**src/design/board_pkg.sv**
```systemverilog
// *******************************************************************
// Shared constants and types for the board I/O layer: widths, the
// host register map and the two-view register word
// Import into any module that decodes registers or pins
// *******************************************************************
package board_pkg;

  localparam int unsigned GpioWidth = 16;  // Pins per bank
  localparam int unsigned LedWidth  = 8;
  localparam int unsigned SwWidth   = 8;
  localparam int unsigned AddrWidth = 3;
  localparam int unsigned DataWidth = 32;

  // Register map
  localparam logic [AddrWidth-1:0] RegBank0Ctl = 3'd0;  // R/W
  localparam logic [AddrWidth-1:0] RegBank1Ctl = 3'd1;  // R/W
  localparam logic [AddrWidth-1:0] RegLed      = 3'd2;  // R/W
  localparam logic [AddrWidth-1:0] RegBank0In  = 3'd3;  // RO
  localparam logic [AddrWidth-1:0] RegBank1In  = 3'd4;  // RO
  localparam logic [AddrWidth-1:0] RegSwitch   = 3'd5;  // RO
  localparam logic [AddrWidth-1:0] RegI2cCtl   = 3'd6;  // R/W
  localparam logic [AddrWidth-1:0] RegI2cIn    = 3'd7;  // RO

  // I2C control word, mask sits in the low bits
  localparam int unsigned I2cMaskLsb   = 0;
  localparam int unsigned I2cSclLowBit = 8;
  localparam int unsigned I2cSdaLowBit = 9;
  // I2C input word
  localparam int unsigned I2cSclInBit  = 0;
  localparam int unsigned I2cSdaInBit  = 1;

  // Lane indices into the union views
  localparam int unsigned CtlOe   = 1;  // Upper half
  localparam int unsigned CtlOut  = 0;  // Lower half
  localparam int unsigned LedLane = 0;  // Low byte, upper lanes unused

  // One register word, read as pin-bank control or as LED value
  typedef union packed {
    logic [1:0][GpioWidth-1:0]                   ctl;
    logic [DataWidth/LedWidth-1:0][LedWidth-1:0] led;
  } reg_word_u;

endpackage

```
**src/design/board_io_top.sv**
```systemverilog
// *******************************************************************
// Board I/O layer top. Connects reset release, host registers, the
// two pin banks and the shared I2C splitter; the board wrapper turns
// every value/enable pair into a pad
// *******************************************************************
`timescale 1ns/1ps

module board_io_top
  import board_pkg::*;
#(
  parameter int unsigned NumI2cConn    = 3,
  parameter int unsigned RstHoldCycles = 16
) (
  input  logic                  clk_i,
  input  logic                  reset_i,
  input  logic                  pll_locked_i,
  input  logic                  rst_btn_i,

  // Host port
  input  logic                  req_i,
  input  logic                  we_i,
  input  logic [AddrWidth-1:0]  addr_i,
  input  logic [DataWidth-1:0]  wdata_i,
  output logic                  ack_o,
  output logic [DataWidth-1:0]  rdata_o,

  input  logic [GpioWidth-1:0]  bank0_pin_i,
  output logic [GpioWidth-1:0]  bank0_pin_o,
  output logic [GpioWidth-1:0]  bank0_pin_oe_o,
  input  logic [GpioWidth-1:0]  bank1_pin_i,
  output logic [GpioWidth-1:0]  bank1_pin_o,
  output logic [GpioWidth-1:0]  bank1_pin_oe_o,

  input  logic [SwWidth-1:0]    sw_i,
  output logic [LedWidth-1:0]   led_o,

  input  logic [NumI2cConn-1:0] scl_i,
  input  logic [NumI2cConn-1:0] sda_i,
  output logic [NumI2cConn-1:0] scl_en_o,
  output logic [NumI2cConn-1:0] sda_en_o,

  output logic                  boot_ok_o
);

  logic                  sys_rst;
  logic [1:0]            bank_wr;
  reg_word_u             bank_ctl;
  reg_word_u             bank0_ctl;
  reg_word_u             bank1_ctl;
  logic [GpioWidth-1:0]  bank0_sync;
  logic [GpioWidth-1:0]  bank1_sync;
  logic [NumI2cConn-1:0] i2c_mask;
  logic                  scl_low;
  logic                  sda_low;
  logic                  scl_sync;
  logic                  sda_sync;

  assign boot_ok_o = ~sys_rst;  // Boot LED

  rst_ctrl #(
    .RstHoldCycles(RstHoldCycles)
  ) u_rst_ctrl (
    .clk_i       (clk_i),
    .reset_i     (reset_i),
    .pll_locked_i(pll_locked_i),
    .rst_btn_i   (rst_btn_i),
    .sys_rst_o   (sys_rst)
  );

  host_regs #(
    .NumI2cConn(NumI2cConn)
  ) u_host_regs (
    .clk_i      (clk_i),
    .reset_i    (sys_rst),
    .req_i      (req_i),
    .we_i       (we_i),
    .addr_i     (addr_i),
    .wdata_i    (wdata_i),
    .ack_o      (ack_o),
    .rdata_o    (rdata_o),
    .bank_wr_o  (bank_wr),
    .bank_ctl_o (bank_ctl),
    .bank0_ctl_i(bank0_ctl),
    .bank1_ctl_i(bank1_ctl),
    .bank0_in_i (bank0_sync),
    .bank1_in_i (bank1_sync),
    .sw_i       (sw_i),
    .led_o      (led_o),
    .i2c_mask_o (i2c_mask),
    .scl_low_o  (scl_low),
    .sda_low_o  (sda_low),
    .scl_in_i   (scl_sync),
    .sda_in_i   (sda_sync)
  );

  gpio_bank u_bank0 (
    .clk_i     (clk_i),
    .reset_i   (sys_rst),
    .wr_i      (bank_wr[0]),
    .ctl_i     (bank_ctl),
    .ctl_o     (bank0_ctl),
    .pin_i     (bank0_pin_i),
    .pin_o     (bank0_pin_o),
    .pin_oe_o  (bank0_pin_oe_o),
    .pin_sync_o(bank0_sync)
  );

  gpio_bank u_bank1 (
    .clk_i     (clk_i),
    .reset_i   (sys_rst),
    .wr_i      (bank_wr[1]),
    .ctl_i     (bank_ctl),
    .ctl_o     (bank1_ctl),
    .pin_i     (bank1_pin_i),
    .pin_o     (bank1_pin_o),
    .pin_oe_o  (bank1_pin_oe_o),
    .pin_sync_o(bank1_sync)
  );

  // Shared bus across the header connectors
  i2c_splitter #(
    .NumI2cConn(NumI2cConn)
  ) u_i2c (
    .clk_i      (clk_i),
    .reset_i    (sys_rst),
    .conn_mask_i(i2c_mask),
    .scl_low_i  (scl_low),
    .sda_low_i  (sda_low),
    .scl_i      (scl_i),
    .sda_i      (sda_i),
    .scl_en_o   (scl_en_o),
    .sda_en_o   (sda_en_o),
    .scl_sync_o (scl_sync),
    .sda_sync_o (sda_sync)
  );

endmodule

```
**src/design/gpio_bank.sv**
```systemverilog
// *******************************************************************
// One general-purpose pin bank. A write strobe loads the output value
// and enable from the control word, pin inputs are synchronised
// Pads are built outside, each pin leaves as value plus enable
// *******************************************************************
`timescale 1ns/1ps

module gpio_bank
  import board_pkg::*;
(
  input  logic                 clk_i,
  input  logic                 reset_i,

  input  logic                 wr_i,   // One-cycle write strobe
  input  reg_word_u            ctl_i,
  output reg_word_u            ctl_o,  // Read-back of the stored word

  input  logic [GpioWidth-1:0] pin_i,
  output logic [GpioWidth-1:0] pin_o,
  output logic [GpioWidth-1:0] pin_oe_o,
  output logic [GpioWidth-1:0] pin_sync_o
);

  reg_word_u            ctl_q;
  logic [GpioWidth-1:0] pin_meta_q;
  logic [GpioWidth-1:0] pin_sync_q;

  // Control word, all pins released after reset
  always_ff @(posedge clk_i) begin
    if (reset_i) begin
      ctl_q <= '0;
    end else if (wr_i) begin
      ctl_q <= ctl_i;
    end
  end

  assign pin_o    = ctl_q.ctl[CtlOut];
  assign pin_oe_o = ctl_q.ctl[CtlOe];
  assign ctl_o    = ctl_q;

  // Two-flop synchroniser on the pad inputs
  always_ff @(posedge clk_i) begin
    pin_meta_q <= pin_i;
    pin_sync_q <= pin_meta_q;
  end

  assign pin_sync_o = pin_sync_q;

endmodule

```
**src/design/host_regs.sv**
```systemverilog
// *******************************************************************
// Host register block on a four-phase req/ack port. Latches the
// request, performs the access one edge later and holds ack until the
// host drops req. Owns the LED and I2C control registers
// *******************************************************************
`timescale 1ns/1ps

module host_regs
  import board_pkg::*;
#(
  parameter int unsigned NumI2cConn = 3
) (
  input  logic                  clk_i,
  input  logic                  reset_i,

  input  logic                  req_i,
  input  logic                  we_i,
  input  logic [AddrWidth-1:0]  addr_i,
  input  logic [DataWidth-1:0]  wdata_i,
  output logic                  ack_o,
  output logic [DataWidth-1:0]  rdata_o,

  output logic [1:0]            bank_wr_o,
  output reg_word_u             bank_ctl_o,
  input  reg_word_u             bank0_ctl_i,
  input  reg_word_u             bank1_ctl_i,
  input  logic [GpioWidth-1:0]  bank0_in_i,
  input  logic [GpioWidth-1:0]  bank1_in_i,

  input  logic [SwWidth-1:0]    sw_i,
  output logic [LedWidth-1:0]   led_o,

  output logic [NumI2cConn-1:0] i2c_mask_o,
  output logic                  scl_low_o,
  output logic                  sda_low_o,
  input  logic                  scl_in_i,
  input  logic                  sda_in_i
);

  localparam logic [1:0] StIdle   = 2'd0;
  localparam logic [1:0] StAccess = 2'd1;
  localparam logic [1:0] StAck    = 2'd2;

  logic [1:0]            state_q;
  logic [AddrWidth-1:0]  addr_q;
  logic                  we_q;
  reg_word_u             wdata_q;
  logic [DataWidth-1:0]  rdata_q;
  logic [DataWidth-1:0]  rdata_d;
  reg_word_u             led_word;
  logic                  wr_en;
  logic [LedWidth-1:0]   led_q;
  logic [NumI2cConn-1:0] i2c_mask_q;
  logic                  scl_low_q;
  logic                  sda_low_q;
  logic [SwWidth-1:0]    sw_meta_q;
  logic [SwWidth-1:0]    sw_sync_q;

  assign wr_en = (state_q == StAccess) && we_q;

  // Handshake FSM
  always_ff @(posedge clk_i) begin
    if (reset_i) begin
      state_q <= StIdle;
    end else begin
      case (state_q)
        StIdle:   if (req_i) state_q <= StAccess;
        StAccess: state_q <= StAck;
        StAck:    if (!req_i) state_q <= StIdle;  // Drop ack once req seen low
        default:  state_q <= StIdle;
      endcase
    end
  end

  // Request capture and read data
  always_ff @(posedge clk_i) begin
    if (state_q == StIdle && req_i) begin
      addr_q  <= addr_i;
      we_q    <= we_i;
      wdata_q <= wdata_i;
    end
    if (state_q == StAccess) rdata_q <= rdata_d;
  end

  // Local registers update with the bank strobe edge
  always_ff @(posedge clk_i) begin
    if (reset_i) begin
      led_q      <= '0;
      i2c_mask_q <= '0;
      scl_low_q  <= 1'b0;
      sda_low_q  <= 1'b0;
    end else if (wr_en) begin
      if (addr_q == RegLed) led_q <= wdata_q.led[LedLane];
      if (addr_q == RegI2cCtl) begin
        i2c_mask_q <= wdata_q[I2cMaskLsb +: NumI2cConn];
        scl_low_q  <= wdata_q[I2cSclLowBit];
        sda_low_q  <= wdata_q[I2cSdaLowBit];
      end
    end
  end

  // Switches pull low when on
  always_ff @(posedge clk_i) begin
    sw_meta_q <= sw_i;
    sw_sync_q <= sw_meta_q;
  end

  always_comb begin
    led_word              = '0;
    led_word.led[LedLane] = led_q;
    rdata_d               = '0;
    case (addr_q)
      RegBank0Ctl: rdata_d = bank0_ctl_i;
      RegBank1Ctl: rdata_d = bank1_ctl_i;
      RegLed:      rdata_d = led_word;
      RegBank0In:  rdata_d[GpioWidth-1:0] = bank0_in_i;
      RegBank1In:  rdata_d[GpioWidth-1:0] = bank1_in_i;
      RegSwitch:   rdata_d[SwWidth-1:0] = ~sw_sync_q;  // 1 means on
      RegI2cCtl: begin
        rdata_d[I2cMaskLsb +: NumI2cConn] = i2c_mask_q;
        rdata_d[I2cSclLowBit]             = scl_low_q;
        rdata_d[I2cSdaLowBit]             = sda_low_q;
      end
      RegI2cIn: begin
        rdata_d[I2cSclInBit] = scl_in_i;
        rdata_d[I2cSdaInBit] = sda_in_i;
      end
      default: rdata_d = '0;
    endcase
  end

  assign bank_wr_o[0] = wr_en && (addr_q == RegBank0Ctl);
  assign bank_wr_o[1] = wr_en && (addr_q == RegBank1Ctl);
  assign bank_ctl_o   = wdata_q;

  assign ack_o      = (state_q == StAck);
  assign rdata_o    = rdata_q;
  assign led_o      = led_q;
  assign i2c_mask_o = i2c_mask_q;
  assign scl_low_o  = scl_low_q;
  assign sda_low_o  = sda_low_q;

endmodule

```
**src/design/i2c_splitter.sv**
```systemverilog
// *******************************************************************
// Shares one bit-banged I2C bus across several header connectors.
// The mask picks the connectors in use; lines are open drain, so only
// an enable per connector leaves the block
// *******************************************************************
`timescale 1ns/1ps

module i2c_splitter #(
  parameter int unsigned NumI2cConn = 3
) (
  input  logic                  clk_i,
  input  logic                  reset_i,

  input  logic [NumI2cConn-1:0] conn_mask_i,
  input  logic                  scl_low_i,
  input  logic                  sda_low_i,

  input  logic [NumI2cConn-1:0] scl_i,
  input  logic [NumI2cConn-1:0] sda_i,
  output logic [NumI2cConn-1:0] scl_en_o,  // Pull low when set
  output logic [NumI2cConn-1:0] sda_en_o,

  output logic                  scl_sync_o,
  output logic                  sda_sync_o
);

  logic       scl_merged;
  logic       sda_merged;
  logic [1:0] scl_sync_q;
  logic [1:0] sda_sync_q;

  assign scl_en_o = conn_mask_i & {NumI2cConn{scl_low_i}};
  assign sda_en_o = conn_mask_i & {NumI2cConn{sda_low_i}};

  // Wired AND of the selected connectors, unused ones read high
  assign scl_merged = &(scl_i | ~conn_mask_i);
  assign sda_merged = &(sda_i | ~conn_mask_i);

  always_ff @(posedge clk_i) begin
    if (reset_i) begin
      scl_sync_q <= 2'b11;  // Idle bus level
      sda_sync_q <= 2'b11;
    end else begin
      scl_sync_q <= {scl_sync_q[0], scl_merged};
      sda_sync_q <= {sda_sync_q[0], sda_merged};
    end
  end

  assign scl_sync_o = scl_sync_q[1];
  assign sda_sync_o = sda_sync_q[1];

endmodule

```
**src/design/rst_ctrl.sv**
```systemverilog
// *******************************************************************
// System reset generator. Keeps the system in reset while the clock
// is unlocked or a reset source is active, then releases it after a
// fixed hold count
// *******************************************************************
`timescale 1ns/1ps

module rst_ctrl #(
  parameter int unsigned RstHoldCycles = 16
) (
  input  logic clk_i,
  input  logic reset_i,
  input  logic pll_locked_i,
  input  logic rst_btn_i,
  output logic sys_rst_o
);

  localparam int unsigned CntWidth = $clog2(RstHoldCycles) + 1;
  localparam logic [CntWidth-1:0] CntLast = CntWidth'(RstHoldCycles - 1);

  logic                any_rst;
  logic [CntWidth-1:0] hold_cnt_q;
  logic                sys_rst_q;

  // Any source restarts the hold count
  assign any_rst = reset_i | rst_btn_i | ~pll_locked_i;

  always_ff @(posedge clk_i) begin
    if (any_rst) begin
      hold_cnt_q <= '0;
      sys_rst_q  <= 1'b1;
    end else if (sys_rst_q) begin
      if (hold_cnt_q == CntLast) begin
        sys_rst_q <= 1'b0;  // Release on the last hold edge
      end else begin
        hold_cnt_q <= hold_cnt_q + 1'b1;
      end
    end
  end

  assign sys_rst_o = sys_rst_q;

endmodule

```
**config.mk**
```make
export PLATFORM = sky130hd
export DESIGN_NAME = board_io_top
export DESIGN_NICKNAME = d
export VERILOG_FILES = /design/src/design/board_pkg.sv /design/src/design/board_io_top.sv /design/src/design/gpio_bank.sv /design/src/design/host_regs.sv /design/src/design/i2c_splitter.sv /design/src/design/rst_ctrl.sv
export SDC_FILE = /design/constraint.sdc
export NUM_CORES = 1
export LEC_CHECK = 0
export BUFFER_PORTS_ARGS = -buffer_cell sky130_fd_sc_hd__buf_2
export CAP_MARGIN = 25
export CORE_MARGIN = 5
export CORE_UTILIZATION = 36
export CTS_BUF_LIST = sky130_fd_sc_hd__clkbuf_16
export DETAILED_ROUTE_END_ITERATION = 6
export SLEW_MARGIN = 10
export SYNTH_ARGS = -nofsm -noshare
export SYNTH_HDL_FRONTEND = slang
export SYNTH_HIERARCHICAL = 1
export SYNTH_SLANG_ARGS = --single-unit
export TNS_END_PERCENT = 100
```
**constraint.sdc**
```tcl
create_clock -name clk_i -period 11.4 [get_ports clk_i]
set_input_delay 2.28 -clock clk_i [delete_from_list [all_inputs] [get_ports clk_i]]
set_output_delay 2.28 -clock clk_i [all_outputs]
set_load 0.005 [all_outputs]
```
# Yosys cells after proc, flatten, opt, wreduce, memory -nomap -nowiden
# Cells that the tools add are included.
totals:
  reg_bits: 237
  inputBits: 87
  elab_cells: 68
  out_inout_bits: 112
op_classes:
  n_bitwise: 11
  reduce_logical: 12
  n_addsub: 1
  muxes: 11
  eq_ne: 12
ops:
  columns: ["op", "count"]
  rows:
  - ["case mux 16 bit (2 select lines)", 1]
  - ["case mux 5 bit (6 select lines)", 1]
  - ["case mux 6 bit (4 select lines)", 1]
  - ["case mux 2 bit (8 select lines)", 1]
  - ["== test 3 bit (second input constant)", 4]
  - ["case mux 2 bit (5 select lines)", 1]
  - ["inverter 8 bit", 1]
  - ["AND reduction 2 bit", 4]
  - ["case mux 1 bit (7 select lines)", 1]
  - ["bitwise AND 3 bit", 2]
  - ["== test 3 x 2 -> 1 bit (second input constant)", 2]
  - ["bitwise OR 3 bit", 2]
  - ["case mux 2 bit (3 select lines)", 1]
  - ["AND reduction 3 bit", 2]
  - ["adder 5 x 1 -> 5 bit (second input constant)", 1]
  - ["== test 5 x 4 -> 1 bit (second input constant)", 1]
  - ["logical AND 1 bit", 4]
  - ["2-to-1 mux 2 bit", 2]
  - ["inequality test 2 bit (second input constant)", 2]
  - ["== test 3 x 1 -> 1 bit (second input constant)", 1]
  - ["zero test 3 bit", 1]
  - ["inverter 1 bit", 3]
  - ["inverter 3 bit", 1]
  - ["== test 2 x 1 -> 1 bit (second input constant)", 1]
  - ["4 further kinds", 6]

# Depth between registers and ports, before layout
depth:
  word_depth: 3
  depth_mapped: 9
  ltp_nobuf: 6

# Cells and area by module
# Netlist, hierarchy kept.
modules_own_cells:
  columns: ["module", "n_inst", "seq_area_each_um2", "cells_per_inst", "area_each_um2"]
  rows:
  - ["gpio_bank", 2, 1281.2, 167, 2044.5]
  - ["host_regs", 1, 2662.6, 295, 3958.8]
  - ["rst_ctrl", 1, 120.1, 29, 270.3]
  - ["i2c_splitter", 1, 80.1, 20, 187.7]
  - ["board_io_top", 1, 0.0, 1, 3.8]

# Worst setup path before layout
# Ideal clock, no wire load.
synth_timing:
  path_type: "input port to flip-flop"
  startpoint: "in req_i"
  endpoint: "reg u_host_regs.addr_q[0] (enable)"
  t_arrival_ns: 4.965
  setup_slack_ns: 5.952
  path_stages: 1
  t_required_ns: 10.917
  setup_ns: 0.483
  n_path_buf: 0
  cell_sequence: "nor3b_1"
synth_via:
  elab_chain_len: 1
synth_rtl:
  columns: ["element", "line", "rtl"]
  rows:
  - ["start: declaration", "board_io_top.sv:20", "input logic req_i,"]
  - ["logical AND 1 bit", "host_regs.sv:77", "if (state_q == StIdle && req_i) begin"]
  - ["end signal: assignment", "host_regs.sv:78", "addr_q <= addr_i;"]
  - ["end: declaration", "host_regs.sv:45", "logic [AddrWidth-1:0] addr_q;"]
# No other way between the ends.
# A chain may end at the register's enable or synchronous reset.

# Final worst setup path
layout_timing:
  startpoint: "reg u_rst_ctrl.sys_rst_q, in the netlist u_rst_ctrl/sys_rst_o"
  endpoint: "out boot_ok_o"
layout_via:
  elab_chain_len: 1
layout_rtl:
  columns: ["element", "line", "rtl"]
  rows:
  - ["start: declaration", "rst_ctrl.sv:23", "logic sys_rst_q;"]
  - ["start signal: assignment", "rst_ctrl.sv:31", "sys_rst_q <= 1'b1;"]
  - ["start signal: assignment", "rst_ctrl.sv:34", "sys_rst_q <= 1'b0;"]
  - ["inverter 1 bit", "board_io_top.sv:58", "assign boot_ok_o = ~sys_rst;"]
  - ["end: declaration", "board_io_top.sv:42", "output logic boot_ok_o"]
# No other way between the ends.

==> out/results.tsv <==
metric	value	unit
M1 GR Usage	19.5	%
DRC	0	
Clock Latency Late Sink	0.52	ns
vias in the first global route	5063	
DR vias/cell	4.47	
antenna violations before repair	1	
Max IR drop VDD	117	uV
synth warn	6	
clk_skew	0.00856	ns
wire per inst	17.2	um
Worst EP required	9.12	ns
CP max FO	87	
P per Cell Area	169	mW/mm^2
core area	0.0234	mm^2
Initial Utilization	36.4	%
share of cells above drive strength 1	30.9	%
register clock-pin slew on the reported worst setup and hold paths	0.06	ns
via count	5155	
# hold bufs at CTS	0	
Netlist cell types	45	
min cycle time layout	4.05	ns
cell-by-cell trace of the critical path	inv_1, buf_2	
final setup TNS	0	ns
CTS buffer count	25	
largest net degree at the start of global routing	88	
Max stage delay on crit path	0.99	ns
Placement Setup Slack	7.87	ns
final WL	19800	um
Routed Antenna Nets	0	
Synth Flop Type	dfxtp_1	
commonest non-fill, non-tap cells in the layout	buf_2, dfxtp_1, nor2_1	
Seq/Total Area, Yosys	63.8	%
fin crit share	35.5	%
crit path capture type	primary output	
mapped cell area	0.00851	mm^2
Die Area	0.0268	mm^2
post-detail-place hpwl	13100	um
clk root buf	clkbuf_16	
TritonCTS sink count	237	
EDFF count, synth	68	
Hold Path Class	register to register	
CTS tree	built	
delay-heaviest family, CP	flip-flops	
Non-Filler Instances	1152	
kind of critical path	register to primary output	
Placed Instances	1106	
layout net count	903	
outcome	complete, no violations	
WP data arrival	1.77	ns
critical path startpoint category	register	
leakage power total	4.01	nW
Final Util	42.6	%
Hold Violations, Final	0	
CTS resizes	0	
GRT Overall Usage	14.5	%
#FFs+latches synth	237	
final slew viol count	0	
# port buffers	198	
met3 global-route usage	3.21	%
n_diodes	0	
instance count of the mapped netlist	679	
Hold Worst Slack	0.325	ns
pin slew with the least headroom to its limit	0.990	ns
grt total ovfl	0	
most common cell after layout, fill and taps aside	buf_2	
unrepaired setup endpoints after global routing	false	
H-tree lvl count	1	
buffer and inverter count on the worst path	2	
DR iter-0 viols	264	
met2 Use GR	23.2	%
Pre-Repair DR Iteration Count	4	
Max-Cap Viols	0	
Final setup viols	0	
first-pass GRT wire length	30000	um
synthesis-to-layout area growth	17.2	%
FMAX	247	MHz
I/O pin count	199	
CP max-delay cell	dfxtp_4	
postcts setup bufs	0	
CTS Buffer Depth	3	
ys async rst share	0	%
GPL Wtd Cong	0.731	
Die Wd	164	um
max_slew headroom	34.0	%
busiest grt layer	met2	
final setup margin	7.35	ns
Avg Inst Size Synth	12.5	um^2
std cell rows	56	
net count after synthesis	768	
Die H	164	um
registers in the layout, indices dropped and copies added, names as in the netlist, 16 cells and up:
signal and flops:
u_host_regs/rdata_o 32, u_bank1/pin_meta_q 16, u_bank0/pin_meta_q 16, u_bank0/pin_sync_o 16, u_bank0/ctl_o 32, u_bank1/pin_sync_o 16, u_bank1/ctl_o 32, u_host_regs/bank_ctl_o 32
worst paths after layout:
kind	from	endpoint	slack, ns	depth (start not counted)
hold reg to reg	u_host_regs/sw_meta_q[1]	u_host_regs/sw_sync_q[1]	0.32	0
setup / recovery	u_rst_ctrl/sys_rst_o	boot_ok_o	7.35	2
hold / removal	u_host_regs/sw_meta_q[1]	u_host_regs/sw_sync_q[1]	0.32	0
setup reg to reg	u_host_regs/state_q[0]	u_bank0/ctl_o[20]	9.11	6
layout make-up:
type / instances / area, um^2
clock inverter: 21 / 124
multi-input combinational: 340 / 2330
sequential: 237 / 5430
tap: 319 / 399
timing repair buffer: 206 / 1050
clock buffer: 25 / 626
inverter: 4 / 15.0
fill: 2304 / 13400
per-stage QoR:
| stage | cell area, um^2 | power [mW] |
|---|---|---|
| global route | 9970 | 1.76 |
| finish | 9970 | 1.69 |
| floorplan | 8510 | 0.938 |
| CTS | 9970 | 1.71 |
| detailed placement | 9230 | 0.964 |
| global placement | 9230 | 0.963 |
metal layers:
metal  up-vias  wire length, um
met5         -               13
met4         2              636
met3        38             1260
met2       158             9210
met1      2433             8670
li1       2524                -
worst register-to-register path, delay by kind of cell (launching register included):
family	cells	cell delay [ns]
buffers and inverters	1	0.48
flip-flops	1	0.40
multiplexers	1	0.24
AND/OR/NAND/NOR	4	1.03
cells by family after synthesis:
family | synth area share (%)
mux | 13.7
compound gates | 3.65
buf+inv | 9.18
xor+xnor | 0.206
simple gates | 9.19
fa+ha+maj | 0.294
flops | 63.8
Yosys cell counts, drive strengths merged (3+ instances only):
cell    number  area, um^2
o22ai        5        31.3
buf         85         717
nand3        3        15.0
or2          3        18.8
and2         8        52.6
clkbuf      13        48.8
nand2       15        56.3
a21oi       14        70.1
mux2i      110        1100
edfxtp      68        2040
nand2b      13        88.8
inv          4        15.0
o21ai       12        60.1
dfxtp      169        3380
nor2b        5        31.3
nor2       115         432
a22oi        7        52.6
report_power, final:
part           internal, mW  switching (mW)  leakage (nW)  total [mW]
Sequential            0.889         0.00801          2.04       0.897
Clock                 0.421           0.320         0.395       0.741
Combinational        0.0215          0.0264          1.58      0.0479
No activity file was read; power rests on OpenSTA's default activity.
